File: config.mk
export PLATFORM = sky130hd
export DESIGN_NAME = thumb_decoder
export DESIGN_NICKNAME = d
export VERILOG_FILES = /design/src/thumb_pkg.sv /design/src/thumb_class_decode.sv /design/src/thumb_dp_expand.sv /design/src/thumb_branch_expand.sv /design/src/thumb_decoder.sv
export VERILOG_INCLUDE_DIRS = /design/src
export SDC_FILE = /design/constraint.sdc
export NUM_CORES = 1
export LEC_CHECK = 0
export BUFFER_PORTS_ARGS = -buffer_cell sky130_fd_sc_hd__buf_2
export CAP_MARGIN = 15
export CORE_ASPECT_RATIO = 0.5
export CORE_MARGIN = 3
export CORE_UTILIZATION = 25
export CTS_CLUSTER_DIAMETER = 200
export CTS_CLUSTER_SIZE = 28
export DETAILED_ROUTE_END_ITERATION = 8
export GPL_ROUTABILITY_DRIVEN = 0
export SLEW_MARGIN = 25
export SYNTH_ARGS = -nofsm -noshare
export SYNTH_HDL_FRONTEND = slang
export SYNTH_SLANG_ARGS = --single-unit
File: constraint.sdc
create_clock -name i_clk -period 6.7 [get_ports i_clk]
set_input_delay 1.34 -clock i_clk [delete_from_list [all_inputs] [get_ports i_clk]]
set_output_delay 1.34 -clock i_clk [all_outputs]
set_load 0.02 [all_outputs]
File: src/thumb_decoder_settings.svh
`ifndef THUMB_DECODER_SETTINGS_SVH
`define THUMB_DECODER_SETTINGS_SVH

// Widths
`define THUMB_W         16      // Compressed halfword
`define ARM_W           32      // Full ARM word
`define EXP_W           35      // ARM word plus 3 extension bits
`define BL_OFF_W        11      // Upper half of BL offset

// Condition codes
`define COND_AL         4'b1110
`define COND_NV         4'b1111 // Never, used as BL prefix marker

//////////////////////////////////////////////////
// ARM data-processing opcodes, bits 24:21
//////////////////////////////////////////////////
`define OP_AND          4'b0000
`define OP_EOR          4'b0001
`define OP_SUB          4'b0010
`define OP_RSB          4'b0011
`define OP_ADD          4'b0100
`define OP_ADC          4'b0101
`define OP_SBC          4'b0110
`define OP_TST          4'b1000
`define OP_CMP          4'b1010
`define OP_CMN          4'b1011
`define OP_ORR          4'b1100
`define OP_MOV          4'b1101
`define OP_BIC          4'b1110
`define OP_MVN          4'b1111

// Barrel shifter types
`define SH_LSL          2'b00
`define SH_LSR          2'b01
`define SH_ASR          2'b10
`define SH_ROR          2'b11

//////////////////////////////////////////////////
// Instruction classes from the classifier
//////////////////////////////////////////////////
`define CLS_SHIFT               4'd0
`define CLS_MCAS_IMM            4'd1
`define CLS_ADD_SUB_LO          4'd2
`define CLS_ALU_LO              4'd3
`define CLS_ALU_HI              4'd4
`define CLS_BX                  4'd5
`define CLS_SWI                 4'd6
`define CLS_BRANCH_COND         4'd7
`define CLS_BRANCH_NOCOND       4'd8
`define CLS_BL                  4'd9
`define CLS_UND                 4'd15       // Loads, stores and v5 ops land here

`endif

File: src/thumb_pkg.sv
`include "thumb_decoder_settings.svh"

package thumb_pkg;

        //////////////////////////////////////////////////
        // Instruction words
        //////////////////////////////////////////////////

        // One compressed instruction
        typedef logic [`THUMB_W-1:0]    halfword_t;

        // ARM instruction, or raw fetch word in ARM mode
        typedef logic [`ARM_W-1:0]      arm_word_t;

        // Bit 34 flags a halfword-scaled branch offset
        // Bits 33:32 stay zero in this decoder
        typedef logic [`EXP_W-1:0]      expanded_t;

        //////////////////////////////////////////////////
        // Fields
        //////////////////////////////////////////////////

        // Register number, R0 to R15
        typedef logic [3:0]             reg_idx_t;

        // Classifier output, see CLS_* codes
        typedef logic [3:0]             insn_class_t;

        // Offset bits carried from BL prefix to suffix
        typedef logic [`BL_OFF_W-1:0]   bl_offset_t;

endpackage

File: src/thumb_class_decode.sv
`include "thumb_decoder_settings.svh"

module thumb_class_decode import thumb_pkg::*;
(
        input  halfword_t       i_halfword,     // Low half of fetch word
        output insn_class_t     o_class         // Class code for the expanders
);

//////////////////////////////////////////////////
// Opcode field matches
//////////////////////////////////////////////////

logic is_swi;
logic is_add_sub_lo;
logic is_bx;
logic is_shift;
logic is_mcas_imm;
logic is_alu_lo;
logic is_alu_hi;
logic is_branch_cond;
logic is_branch_nocond;
logic is_bl;

assign is_swi           = (i_halfword[15:8]  == 8'b1101_1111);   // Cond field 1111 in B<cond>
assign is_add_sub_lo    = (i_halfword[15:11] == 5'b00011);      // Shift type 11 slot
assign is_bx            = (i_halfword[15:7]  == 9'b0100_0111_0);  // H1 must be clear
assign is_shift         = (i_halfword[15:13] == 3'b000);
assign is_mcas_imm      = (i_halfword[15:13] == 3'b001);
assign is_alu_lo        = (i_halfword[15:10] == 6'b010000);
assign is_alu_hi        = (i_halfword[15:10] == 6'b010001) &&
                          (i_halfword[9:8]   != 2'b11);         // Op 11 is BX/BLX
assign is_branch_cond   = (i_halfword[15:12] == 4'b1101);
assign is_branch_nocond = (i_halfword[15:11] == 5'b11100);
assign is_bl            = (i_halfword[15:12] == 4'b1111);       // Both halves of the pair

//////////////////////////////////////////////////
// Priority select
//////////////////////////////////////////////////

// Overlapping encodings resolved by order
always_comb
begin
        if (is_swi)
                o_class = `CLS_SWI;             // Ahead of conditional branch
        else if (is_add_sub_lo)
                o_class = `CLS_ADD_SUB_LO;      // Ahead of shift
        else if (is_bx)
                o_class = `CLS_BX;              // Ahead of high register ops
        else if (is_shift)
                o_class = `CLS_SHIFT;
        else if (is_mcas_imm)
                o_class = `CLS_MCAS_IMM;
        else if (is_alu_lo)
                o_class = `CLS_ALU_LO;
        else if (is_alu_hi)
                o_class = `CLS_ALU_HI;
        else if (is_branch_cond)
                o_class = `CLS_BRANCH_COND;
        else if (is_branch_nocond)
                o_class = `CLS_BRANCH_NOCOND;
        else if (is_bl)
                o_class = `CLS_BL;
        else
        begin
                // Memory ops, SP/PC arithmetic, BKPT, BLX
                o_class = `CLS_UND;
        end
end

endmodule

File: src/thumb_dp_expand.sv
`include "thumb_decoder_settings.svh"

module thumb_dp_expand import thumb_pkg::*;
(
        input  halfword_t       i_halfword,
        input  insn_class_t     i_class,
        output expanded_t       o_expanded      // Zero unless class is data processing
);

//////////////////////////////////////////////////
// Field extraction
//////////////////////////////////////////////////

reg_idx_t       rd_lo;          // Bits 2:0
reg_idx_t       rs_lo;          // Bits 5:3
reg_idx_t       rn_lo;          // Bits 8:6, register or imm3
reg_idx_t       rd_imm;         // Bits 10:8 for 8-bit immediate forms
reg_idx_t       rd_hi;          // H1 and bits 2:0
reg_idx_t       rs_hi;          // H2 and bits 5:3
logic [1:0]     mcas_op;
logic [1:0]     hi_op;
logic [3:0]     alu_op;
arm_word_t      arm_word;

assign rd_lo    = {1'b0, i_halfword[2:0]};
assign rs_lo    = {1'b0, i_halfword[5:3]};
assign rn_lo    = {1'b0, i_halfword[8:6]};
assign rd_imm   = {1'b0, i_halfword[10:8]};
assign rd_hi    = {i_halfword[7], i_halfword[2:0]};
assign rs_hi    = {i_halfword[6], i_halfword[5:3]};
assign mcas_op  = i_halfword[12:11];
assign hi_op    = i_halfword[9:8];
assign alu_op   = i_halfword[9:6];

// Data-processing word, condition always
function automatic arm_word_t build_dp(
        input logic             imm,
        input logic [3:0]       opcode,
        input logic             set_flags,
        input reg_idx_t         rn,
        input reg_idx_t         rd,
        input logic [11:0]      op2
);
        return {`COND_AL, 2'b00, imm, opcode, set_flags, rn, rd, op2};
endfunction

// Operand 2 as Rm shifted by Rs
function automatic logic [11:0] reg_shift(
        input reg_idx_t         rs,
        input logic [1:0]       sh_type,
        input reg_idx_t         rm
);
        return {rs, 1'b0, sh_type, 1'b1, rm};
endfunction

//////////////////////////////////////////////////
// Class expansion
//////////////////////////////////////////////////

always_comb
begin
        arm_word = '0;  // Foreign classes give zero

        case (i_class)
        `CLS_SHIFT:
                // MOVS Rd, Rs, <type> #imm5
                arm_word = build_dp(1'b0, `OP_MOV, 1'b1, 4'd0, rd_lo,
                                    {i_halfword[10:6], i_halfword[12:11], 1'b0, rs_lo});

        `CLS_MCAS_IMM:
        begin
                case (mcas_op)
                2'd0:    arm_word = build_dp(1'b1, `OP_MOV, 1'b1, rd_imm, rd_imm,
                                             {4'd0, i_halfword[7:0]});
                2'd1:    arm_word = build_dp(1'b1, `OP_CMP, 1'b1, rd_imm, rd_imm,
                                             {4'd0, i_halfword[7:0]});
                2'd2:    arm_word = build_dp(1'b1, `OP_ADD, 1'b1, rd_imm, rd_imm,
                                             {4'd0, i_halfword[7:0]});
                default: arm_word = build_dp(1'b1, `OP_SUB, 1'b1, rd_imm, rd_imm,
                                             {4'd0, i_halfword[7:0]});
                endcase
        end

        `CLS_ADD_SUB_LO:
                // Bit 10 picks imm3, bit 9 picks SUB
                // Same operand2 bits either way
                arm_word = build_dp(i_halfword[10], i_halfword[9] ? `OP_SUB : `OP_ADD,
                                    1'b1, rs_lo, rd_lo, {8'd0, rn_lo});

        `CLS_ALU_LO:
        begin
                case (alu_op)
                4'd0:    arm_word = build_dp(1'b0, `OP_AND, 1'b1, rd_lo, rd_lo, {8'd0, rs_lo});
                4'd1:    arm_word = build_dp(1'b0, `OP_EOR, 1'b1, rd_lo, rd_lo, {8'd0, rs_lo});
                4'd2:    arm_word = build_dp(1'b0, `OP_MOV, 1'b1, rd_lo, rd_lo,
                                             reg_shift(rs_lo, `SH_LSL, rd_lo));
                4'd3:    arm_word = build_dp(1'b0, `OP_MOV, 1'b1, rd_lo, rd_lo,
                                             reg_shift(rs_lo, `SH_LSR, rd_lo));
                4'd4:    arm_word = build_dp(1'b0, `OP_MOV, 1'b1, rd_lo, rd_lo,
                                             reg_shift(rs_lo, `SH_ASR, rd_lo));
                4'd5:    arm_word = build_dp(1'b0, `OP_ADC, 1'b1, rd_lo, rd_lo, {8'd0, rs_lo});
                4'd6:    arm_word = build_dp(1'b0, `OP_SBC, 1'b1, rd_lo, rd_lo, {8'd0, rs_lo});
                4'd7:    arm_word = build_dp(1'b0, `OP_MOV, 1'b1, rd_lo, rd_lo,
                                             reg_shift(rs_lo, `SH_ROR, rd_lo));
                4'd8:    arm_word = build_dp(1'b0, `OP_TST, 1'b1, rd_lo, rd_lo, {8'd0, rs_lo});
                4'd9:    arm_word = build_dp(1'b1, `OP_RSB, 1'b1, rs_lo, rd_lo, 12'd0); // NEG
                4'd10:   arm_word = build_dp(1'b0, `OP_CMP, 1'b1, rd_lo, rd_lo, {8'd0, rs_lo});
                4'd11:   arm_word = build_dp(1'b0, `OP_CMN, 1'b1, rd_lo, rd_lo, {8'd0, rs_lo});
                4'd12:   arm_word = build_dp(1'b0, `OP_ORR, 1'b1, rd_lo, rd_lo, {8'd0, rs_lo});
                4'd13:
                        // MULS Rd, Rs, Rd in multiply format
                        arm_word = {`COND_AL, 7'b0000000, 1'b1, rd_lo, 4'd0, rd_lo,
                                    4'b1001, rs_lo};
                4'd14:   arm_word = build_dp(1'b0, `OP_BIC, 1'b1, rd_lo, rd_lo, {8'd0, rs_lo});
                default: arm_word = build_dp(1'b0, `OP_MVN, 1'b1, rd_lo, rd_lo, {8'd0, rs_lo});
                endcase
        end

        `CLS_ALU_HI:
        begin
                // Only CMP touches flags
                case (hi_op)
                2'd0:    arm_word = build_dp(1'b0, `OP_ADD, 1'b0, rd_hi, rd_hi, {8'd0, rs_hi});
                2'd1:    arm_word = build_dp(1'b0, `OP_CMP, 1'b1, rd_hi, rd_hi, {8'd0, rs_hi});
                2'd2:    arm_word = build_dp(1'b0, `OP_MOV, 1'b0, rd_hi, rd_hi, {8'd0, rs_hi});
                default: arm_word = '0;         // Op 11 never classified here
                endcase
        end

        default:
                arm_word = '0;
        endcase
end

assign o_expanded = {3'b000, arm_word};        // Extension bits always clear

endmodule

File: src/thumb_branch_expand.sv
`include "thumb_decoder_settings.svh"

module thumb_branch_expand import thumb_pkg::*;
(
        input  logic            i_clk,
        input  logic            i_rst_n,
        input  halfword_t       i_halfword,
        input  insn_class_t     i_class,
        input  logic            i_accept,       // Valid word in compressed mode
        output expanded_t       o_expanded,     // Zero unless class is control flow
        output logic            o_int_mask      // Hold off IRQ/FIQ inside a BL pair
);

//////////////////////////////////////////////////
// BL prefix offset register
//////////////////////////////////////////////////

bl_offset_t     bl_off_q;       // Upper 11 bits from last prefix
logic           bl_prefix;      // BL with H clear
logic [23:0]    cond_off;
logic [23:0]    nocond_off;
logic [23:0]    bl_off;

assign bl_prefix = (i_class == `CLS_BL) && !i_halfword[11];

always_ff @(posedge i_clk)
begin
        if (!i_rst_n)
                bl_off_q <= '0;
        else if (i_accept && bl_prefix)
                bl_off_q <= i_halfword[10:0];  // Only accepted prefixes count
end

//////////////////////////////////////////////////
// Offsets
//////////////////////////////////////////////////

// Halfword units, scaled downstream via bit 34
assign cond_off   = {{16{i_halfword[7]}}, i_halfword[7:0]};
assign nocond_off = {{13{i_halfword[10]}}, i_halfword[10:0]};

// 22-bit combined offset, minus one to stay relative to the prefix
assign bl_off     = {{2{bl_off_q[10]}}, bl_off_q, i_halfword[10:0]} - 24'd1;

//////////////////////////////////////////////////
// Class expansion
//////////////////////////////////////////////////

always_comb
begin
        o_expanded = '0;

        case (i_class)
        `CLS_BRANCH_COND:
                o_expanded = {1'b1, 2'b00, i_halfword[11:8], 3'b101, 1'b0, cond_off};

        `CLS_BRANCH_NOCOND:
                o_expanded = {1'b1, 2'b00, `COND_AL, 3'b101, 1'b0, nocond_off};

        `CLS_BL:
        begin
                if (bl_prefix)
                begin
                        // Dummy NV word, low 12 bits ride along
                        o_expanded = {3'b000, `COND_NV, 16'd0, i_halfword[11:0]};
                end
                else
                begin
                        o_expanded = {1'b1, 2'b00, `COND_AL, 3'b101, 1'b1, bl_off}; // Link set
                end
        end

        `CLS_BX:
                // BX Rm, H2 gives Rm[3]
                o_expanded = {3'b000, `COND_AL, 24'h12_FFF1, i_halfword[6:3]};

        `CLS_SWI:
                o_expanded = {3'b000, `COND_AL, 4'b1111, 16'd0, i_halfword[7:0]};

        default:
                o_expanded = '0;
        endcase
end

// Both halves, so no interrupt splits the pair
assign o_int_mask = (i_class == `CLS_BL);

endmodule

File: src/thumb_decoder.sv
`include "thumb_decoder_settings.svh"

module thumb_decoder import thumb_pkg::*;
(
        input  logic            i_clk,
        input  logic            i_rst_n,

        // Fetch side
        input  arm_word_t       i_instruction,
        input  logic            i_instruction_valid,
        input  logic            i_cpsr_t,               // T bit, compressed mode
        input  logic            i_irq,
        input  logic            i_fiq,

        // To the ARM decoder, one cycle later
        output expanded_t       o_instruction,
        output logic            o_instruction_valid,
        output logic            o_und,
        output logic            o_irq,
        output logic            o_fiq
);

//////////////////////////////////////////////////
// Expansion datapath
//////////////////////////////////////////////////

halfword_t      halfword;
insn_class_t    insn_class;
expanded_t      dp_exp;
expanded_t      br_exp;
logic           int_mask;
logic           accept;

assign halfword = i_instruction[`THUMB_W-1:0];         // Upper half ignored in T mode
assign accept   = i_instruction_valid && i_cpsr_t;

thumb_class_decode u_class_decode (
        .i_halfword     (halfword),
        .o_class        (insn_class)
);

thumb_dp_expand u_dp_expand (
        .i_halfword     (halfword),
        .i_class        (insn_class),
        .o_expanded     (dp_exp)
);

thumb_branch_expand u_branch_expand (
        .i_clk          (i_clk),
        .i_rst_n        (i_rst_n),
        .i_halfword     (halfword),
        .i_class        (insn_class),
        .i_accept       (accept),
        .o_expanded     (br_exp),
        .o_int_mask     (int_mask)
);

//////////////////////////////////////////////////
// Output register stage
//////////////////////////////////////////////////

always_ff @(posedge i_clk)
begin
        if (!i_rst_n)
        begin
                o_instruction           <= '0;
                o_instruction_valid     <= 1'b0;
                o_und                   <= 1'b0;
                o_irq                   <= 1'b0;
                o_fiq                   <= 1'b0;
        end
        else
        begin
                o_instruction_valid     <= i_instruction_valid;
                if (accept)
                begin
                        o_instruction   <= dp_exp | br_exp;     // Disjoint, the other is zero
                        o_und           <= (insn_class == `CLS_UND);
                        o_irq           <= i_irq && !int_mask;
                        o_fiq           <= i_fiq && !int_mask;
                end
                else
                begin
                        // ARM mode or bubble, pass through
                        o_instruction   <= {3'b000, i_instruction};
                        o_und           <= 1'b0;
                        o_irq           <= i_irq;
                        o_fiq           <= i_fiq;
                end
        end
end

endmodule

-- After elaboration in Yosys (flattened, before gate mapping)
Index checks and enable logic that the tools add are counted.
- bits in registers: 50
- latch bits: 0
- bits in writable memories: 0
- bits in read-only memories: 0
- logic and storage cells: 81
- memories kept: 0
- $add $sub $neg: 1
- multiply operators: 0
- div/mod/pow operators: 0
- magnitude comparators: 0
- equal/unequal tests: 38
- shifts and indexed selects: 0
- mux-type cells: 20
- bitwise operators: 1
- reduce and logical (&&, ||, !) cells: 14
- operators with widths (kind ; count):
    $pmux W26 S15 ; 1
    $pmux W35 S5 ; 1
    $pmux W32 S5 ; 1
    $pmux W32 S3 ; 1
    $pmux W25 S3 ; 1
    $eq A4 B4 Y1 const B ; 12
    $mux W4 ; 9
    $mux W35 ; 1
    $or A32 B35 Y35 ; 1
    $eq A4 B3 Y1 const B ; 8
    $mux W32 ; 1
    $sub A22 B2 Y23 const B ; 1
    $eq A4 B2 Y1 const B ; 4
    $eq A6 B5 Y1 const B ; 2
    $eq A9 B8 Y1 const B ; 1
    $eq A4 B1 Y1 const B ; 2
    $eq A8 B8 Y1 const B ; 1
    $logic_not A4 Y1 ; 2
    $logic_and A1 B1 Y1 ; 6
    $mux W3 ; 2
    $eq A5 B2 Y1 const B ; 1
    $eq A5 B5 Y1 const B ; 1
    $eq A2 B1 Y1 const B ; 2
    $eq A2 B2 Y1 const B ; 2
    other kinds (7) ; 10

-- Longest topological paths before layout
- depth after elaboration: 17
- mapped depth: 10
- gate-level depth less buffers: 8

-- Modules after synthesis
From an unflattened synthesis, not the netlist that was laid out.
- cell total of the unflattened synthesis: 517
- area, all modules: 4095.2 um^2
- by module, submodules not included (module ; instances ; cells an instance ; area each (um^2)):
    thumb_decoder ; 1 ; 133 ; 1530.2
    thumb_branch_expand ; 1 ; 193 ; 1355.0
    thumb_dp_expand ; 1 ; 168 ; 1057.3
    thumb_class_decode ; 1 ; 23 ; 152.6

-- Worst setup path before layout
Ideal clock, no wire load.
- kind: input to register
- from: input i_instruction[8]
- to: register o_instruction[22]
- setup time: 0.130 ns
- data arrival time: 3.189 ns
- path slack: 3.381 ns
- stages on the path: 10
- path buffers: 3
- cells stage by stage: clkbuf_1 inv_1 ha_1 clkbuf_1 and2_0 clkbuf_1 a41oi_1 o21ai_0 a2111oi_0 a21oi_1
- word-level cells in the longest chain between the ends: 15
- RTL lines (item ; RTL line ; source):
    start, declared ; thumb_decoder.sv:9 ; input arm_word_t i_instruction,
    $ne A2 B2 Y1 ; thumb_class_decode.sv:31 ; (i_halfword[9:8] != 2'b11);
    $logic_and A1 B1 Y1 ; thumb_class_decode.sv:30 ; assign is_alu_hi = (i_halfword[15:10] == 6'b010001) &&
    $mux W4 ; thumb_class_decode.sv:55 ; else if (is_alu_hi)
    $mux W4 ; thumb_class_decode.sv:53 ; else if (is_alu_lo)
    $mux W4 ; thumb_class_decode.sv:51 ; else if (is_mcas_imm)
    $mux W4 ; thumb_class_decode.sv:49 ; else if (is_shift)
    $mux W4 ; thumb_class_decode.sv:47 ; else if (is_bx)
    $mux W4 ; thumb_class_decode.sv:45 ; else if (is_add_sub_lo)
    $mux W4 ; thumb_class_decode.sv:43 ; if (is_swi)
    $eq A4 B4 Y1 ; thumb_branch_expand.sv:53 ; case (i_class)
    $logic_and A1 B1 Y1 ; thumb_branch_expand.sv:24 ; assign bl_prefix = (i_class == `CLS_BL) && !i_halfword[11];
    $mux W35 ; thumb_branch_expand.sv:62 ; if (bl_prefix)
    $pmux W35 S5 ; thumb_branch_expand.sv:53 ;
    $or A32 B35 Y35 (*) ; thumb_decoder.sv:77 ; o_instruction <= dp_exp | br_exp;
    $mux W32 (*) ; thumb_decoder.sv:75 ; if (accept)
    end signal, assigned ; thumb_decoder.sv:77 ;
    end signal, assigned ; thumb_decoder.sv:85 ; o_instruction <= {3'b000, i_instruction};
    end, declared ; thumb_decoder.sv:16 ; output expanded_t o_instruction,
Mark *: on every way between the ends. The rest lies on a longest branch, timed or not.
A chain may end at the register's enable or synchronous reset.

-- Worst setup path in the final report
- from: input i_instruction[9]
- to: register o_instruction[22]
Same word-level chain as after synthesis.

==> impl_results.rst <==
.. list-table::
   :header-rows: 1

   * - Metric
     - Value
   * - Most frequent cells after synthesis
     - 64 x sky130_fd_sc_hd__nand2_1, 48 x sky130_fd_sc_hd__dfxtp_1, 43 x sky130_fd_sc_hd__nor2_1
   * - Type of element launching the critical path
     - input port
   * - Ports placed on the boundary
     - 77
   * - Unrepaired setup endpoints after global routing
     - no
   * - Number of clock buffers inserted by TritonCTS
     - 5
   * - Gate Count Post-Synth
     - 468
   * - Total routed wirelength
     - 12.66 mm
   * - Wire length of the first global-routing pass
     - 19.74 mm
   * - Design area
     - 3968 sq um
   * - Setup violators final
     - 0
   * - Placed cell areas
     - 3787 sq um
   * - Avg Inst Size Synth
     - 7.336 sq um
   * - Grt ovf
     - 0
   * - Post_cts resized
     - 0
   * - CP required
     - 6.86 ns
   * - Time the final worst path needs with I/O delays and setup
     - 3.721 ns
   * - Port-buffer cells
     - 74
   * - Row cnt
     - 29
   * - Count of TritonRoute iterations in the first routing pass
     - 5
   * - Hold_ws
     - 0.5054 ns
   * - Sinks on the clock net
     - 48
   * - Top cells by area, synth
     - sky130_fd_sc_hd__dfxtp_1 28%, sky130_fd_sc_hd__nand2_1 7.0%, sky130_fd_sc_hd__o21ai_0 5.5%
   * - Maximum Capacitance Violations
     - 0
   * - Ratio of routed vias to standard cells
     - 5.546
   * - Setup CP Type
     - input port to register
   * - Maximum clock path buffer count
     - 2
   * - CTS Hold Buffers Added
     - 0
   * - Type of the worst min-delay path
     - register to register
   * - Placed cells
     - 670
   * - Count of flip-flops with a built-in enable after synthesis
     - 0
   * - Maximum number of pins on one net before global-route repair
     - 46
   * - Post-synthesis instance area
     - 3433 sq um
   * - ANT nets after route
     - 0
   * - Critical Path Sink Type
     - register
   * - Final-layout fill cell count
     - 1422
   * - DR vias
     - 3766
   * - Number of max-slew violations in the final report
     - 0
   * - Final Cycle Share
     - 55.54%
   * - Cell depth of the worst min-delay path
     - 2
   * - Series of cell instances along the critical path
     - buf_2, ha_1, nand3_1, nor3b_1, a211oi_1, o21ai_0, a2111oi_0, a21oi_1
   * - Worst reg-to-reg path cell count
     - 5
   * - Worst clock skew
     - 0.006781 ns
   * - End point of the most critical hold path
     - u_branch_expand.bl_off_q[10]
   * - Total routing resource utilization after global routing
     - 16.58%
   * - Starting utilization of the core area
     - 26.36%
   * - Total design power
     - 0.7697 mW
   * - Critical path's slowest cell
     - sky130_fd_sc_hd__ha_1
   * - Number of distinct library cell variants in the gate-level netlist after synthesis
     - 68
   * - Critical Path AT
     - 3.88 ns
   * - Estimated wirelength of the detail-placed design
     - 9.204 mm
   * - CP bufs+invs
     - 1
   * - Most frequent cell after synthesis
     - sky130_fd_sc_hd__nand2_1
   * - Clock insertion delay at the later pin of the skew report
     - 0.30 ns
   * - Footprint of the multi-input gates
     - 2180 sq um
   * - Top delay family on crit path
     - compound AO/OA/AOI/OAI gates
   * - Per-cell routed wire length
     - 18.65 um
   * - Status
     - complete, no violations
   * - Number of antenna violations at the first check in global routing
     - 2
   * - Height of the chip
     - 88.87 um
   * - Worst Hold Launch
     - u_branch_expand.bl_off_q[10]
   * - Layout Nets
     - 550
   * - Root buf cell
     - sky130_fd_sc_hd__clkbuf_16
   * - Setup Total Neg Slack
     - 0 ns
   * - # H-tree levels
     - 2
   * - Area growth, synth to finish
     - 15.56%
   * - Power density over the cells
     - 194.0 nW/um^2
   * - Violation count after the first detailed-route iteration
     - 428
   * - Delay contributed by the slowest stage of the critical path
     - 0.57 ns
   * - Top FF cell, synth
     - sky130_fd_sc_hd__dfxtp_1
   * - Via count of the first global-routing pass
     - 3480
   * - Leakage power figure
     - 1.558 nW
   * - Full die area
     - 15260 sq um
   * - Residual DRC
     - 0
   * - Final hold vios
     - 0
   * - Worst voltage drop across the vdd grid
     - 0.1044 mV
   * - Maximum fanout count along the critical path
     - 17
   * - Fraction of synthesis flops using an asynchronous set or reset pin
     - 0%
   * - Peak clock frequency supported by timing
     - 268.7 MHz
   * - Post-synth top area share
     - 27.99%
   * - CTS clk-pin slew, worst paths
     - 0.07 ns
   * - Fraction of layout cells with a size suffix above 1
     - 19.49%
   * - Flop2flop setup slack
     - 4.42 ns
   * - Biggest area consumer among synthesized cells
     - sky130_fd_sc_hd__dfxtp_1
   * - Standard cell core area
     - 13030 sq um
   * - Post-CTS setup buffers
     - 0
   * - Layout Cells excl Fill
     - 679
   * - Transition time at the pin with the least slew margin
     - 1.042 ns
   * - Worst R2R End
     - o_instruction[22]
   * - Reg-to-Reg Start
     - u_branch_expand.bl_off_q[0]
   * - Relative max-transition margin
     - 29.91%
   * - Clock tree from TritonCTS
     - built
   * - Chip Width
     - 171.7 um
   * - Count of yosys warnings during synthesis
     - 0
   * - Flops & latches, synth
     - 48
   * - Post-synthesis sequential area ratio
     - 27.99%
   * - Total area of sequential cells
     - 960.9 sq um
-- flip-flops by register name, indices dropped and copies added, names as in the netlist --
name / cells
o_irq: 1
o_und: 1
u_branch_expand.bl_off_q: 11
o_fiq: 1
o_instruction_valid: 1
o_instruction: 33
-- cells by family (layout without fill, tap and decap cells) --
group	Yosys count	after routing	share of synthesized area, %
AO/OA/AOI/OAI	154	154	29.85
XOR/XNOR	13	13	3.316
adder cells (fa/ha/maj)	5	5	1.822
buffers and inverters	57	96	8.673
flip-flops	48	48	27.99
multiplexers	2	2	0.5831
other	1	3	0.1092
AND/OR/NAND/NOR	188	188	27.66
-- final cells by class --
class	instances	area share, %
timing repair buffer	77	9.902
sequential	48	24.22
inverter	11	1.041
clock inverter	2	0.9776
clock buffer	6	3.500
tap	170	5.361
multi-input combinational	364	54.94
antenna	1	0.06307
-- placed cells by master (no fill, tap or decap), types with 11 or more instances in the layout --
master	instances
sky130_fd_sc_hd__a31oi_1	14
sky130_fd_sc_hd__nand2_1	64
sky130_fd_sc_hd__a21boi_0	18
sky130_fd_sc_hd__nor3_1	12
sky130_fd_sc_hd__nor2_1	43
sky130_fd_sc_hd__dfxtp_1	48
sky130_fd_sc_hd__o21ai_0	38
sky130_fd_sc_hd__buf_2	74
sky130_fd_sc_hd__inv_1	11
sky130_fd_sc_hd__nand3_1	14
sky130_fd_sc_hd__a21oi_1	30
-- worst min-delay path: cells and delay by family, from the launching register on --
kind / cells / cell delay [ns]
AND/OR/NAND/NOR: 1 / 0.06
flip-flops: 1 / 0.34
AO/OA/AOI/OAI: 1 / 0.06
-- power by group --
group	switching, mW	total [mW]	internal, mW
combinational	0.109	0.159	0.0498
sequential	0.00541	0.306	0.300
clock	0.118	0.305	0.187
-- stage by stage --
stage / setup WS [ns] / util, %
final: 2.979 / 30.46
after global routing: 2.770 / 30.44
after floorplan: 3.381 / -
after global placement: 2.736 / 29.08
after detailed placement: 2.727 / 29.08
after CTS: 3.010 / 30.44
-- per-layer routing --
layer / vias up / GRT usage [%] / part of all wire [%]
li1: 1776 / - / -
met1: 1727 / 23.73 / 45
met2: 225 / 24.24 / 41
met3: 34 / 4.195 / 12
met4: 4 / 5.576 / 2.5
met5: - / 0 / 0.21
-- worst max path at each step --
stage | startpoint | endpoint | slack (ns) | cells past startpoint
2_1_floorplan | i_instruction[8] | o_instruction[22] | 3.38 | 10
4_1_cts | i_instruction[9] | o_instruction[22] | 3.01 | 8
6_report | i_instruction[9] | o_instruction[22] | 2.98 | 8
5_1_grt | i_instruction[9] | o_instruction[22] | 2.77 | 8
3_5_place_dp | i_instruction[9] | o_instruction[22] | 2.73 | 8
3_3_place_gp | i_instruction[9] | o_instruction[22] | 2.74 | 8
(Power assumes the default switching activity.)
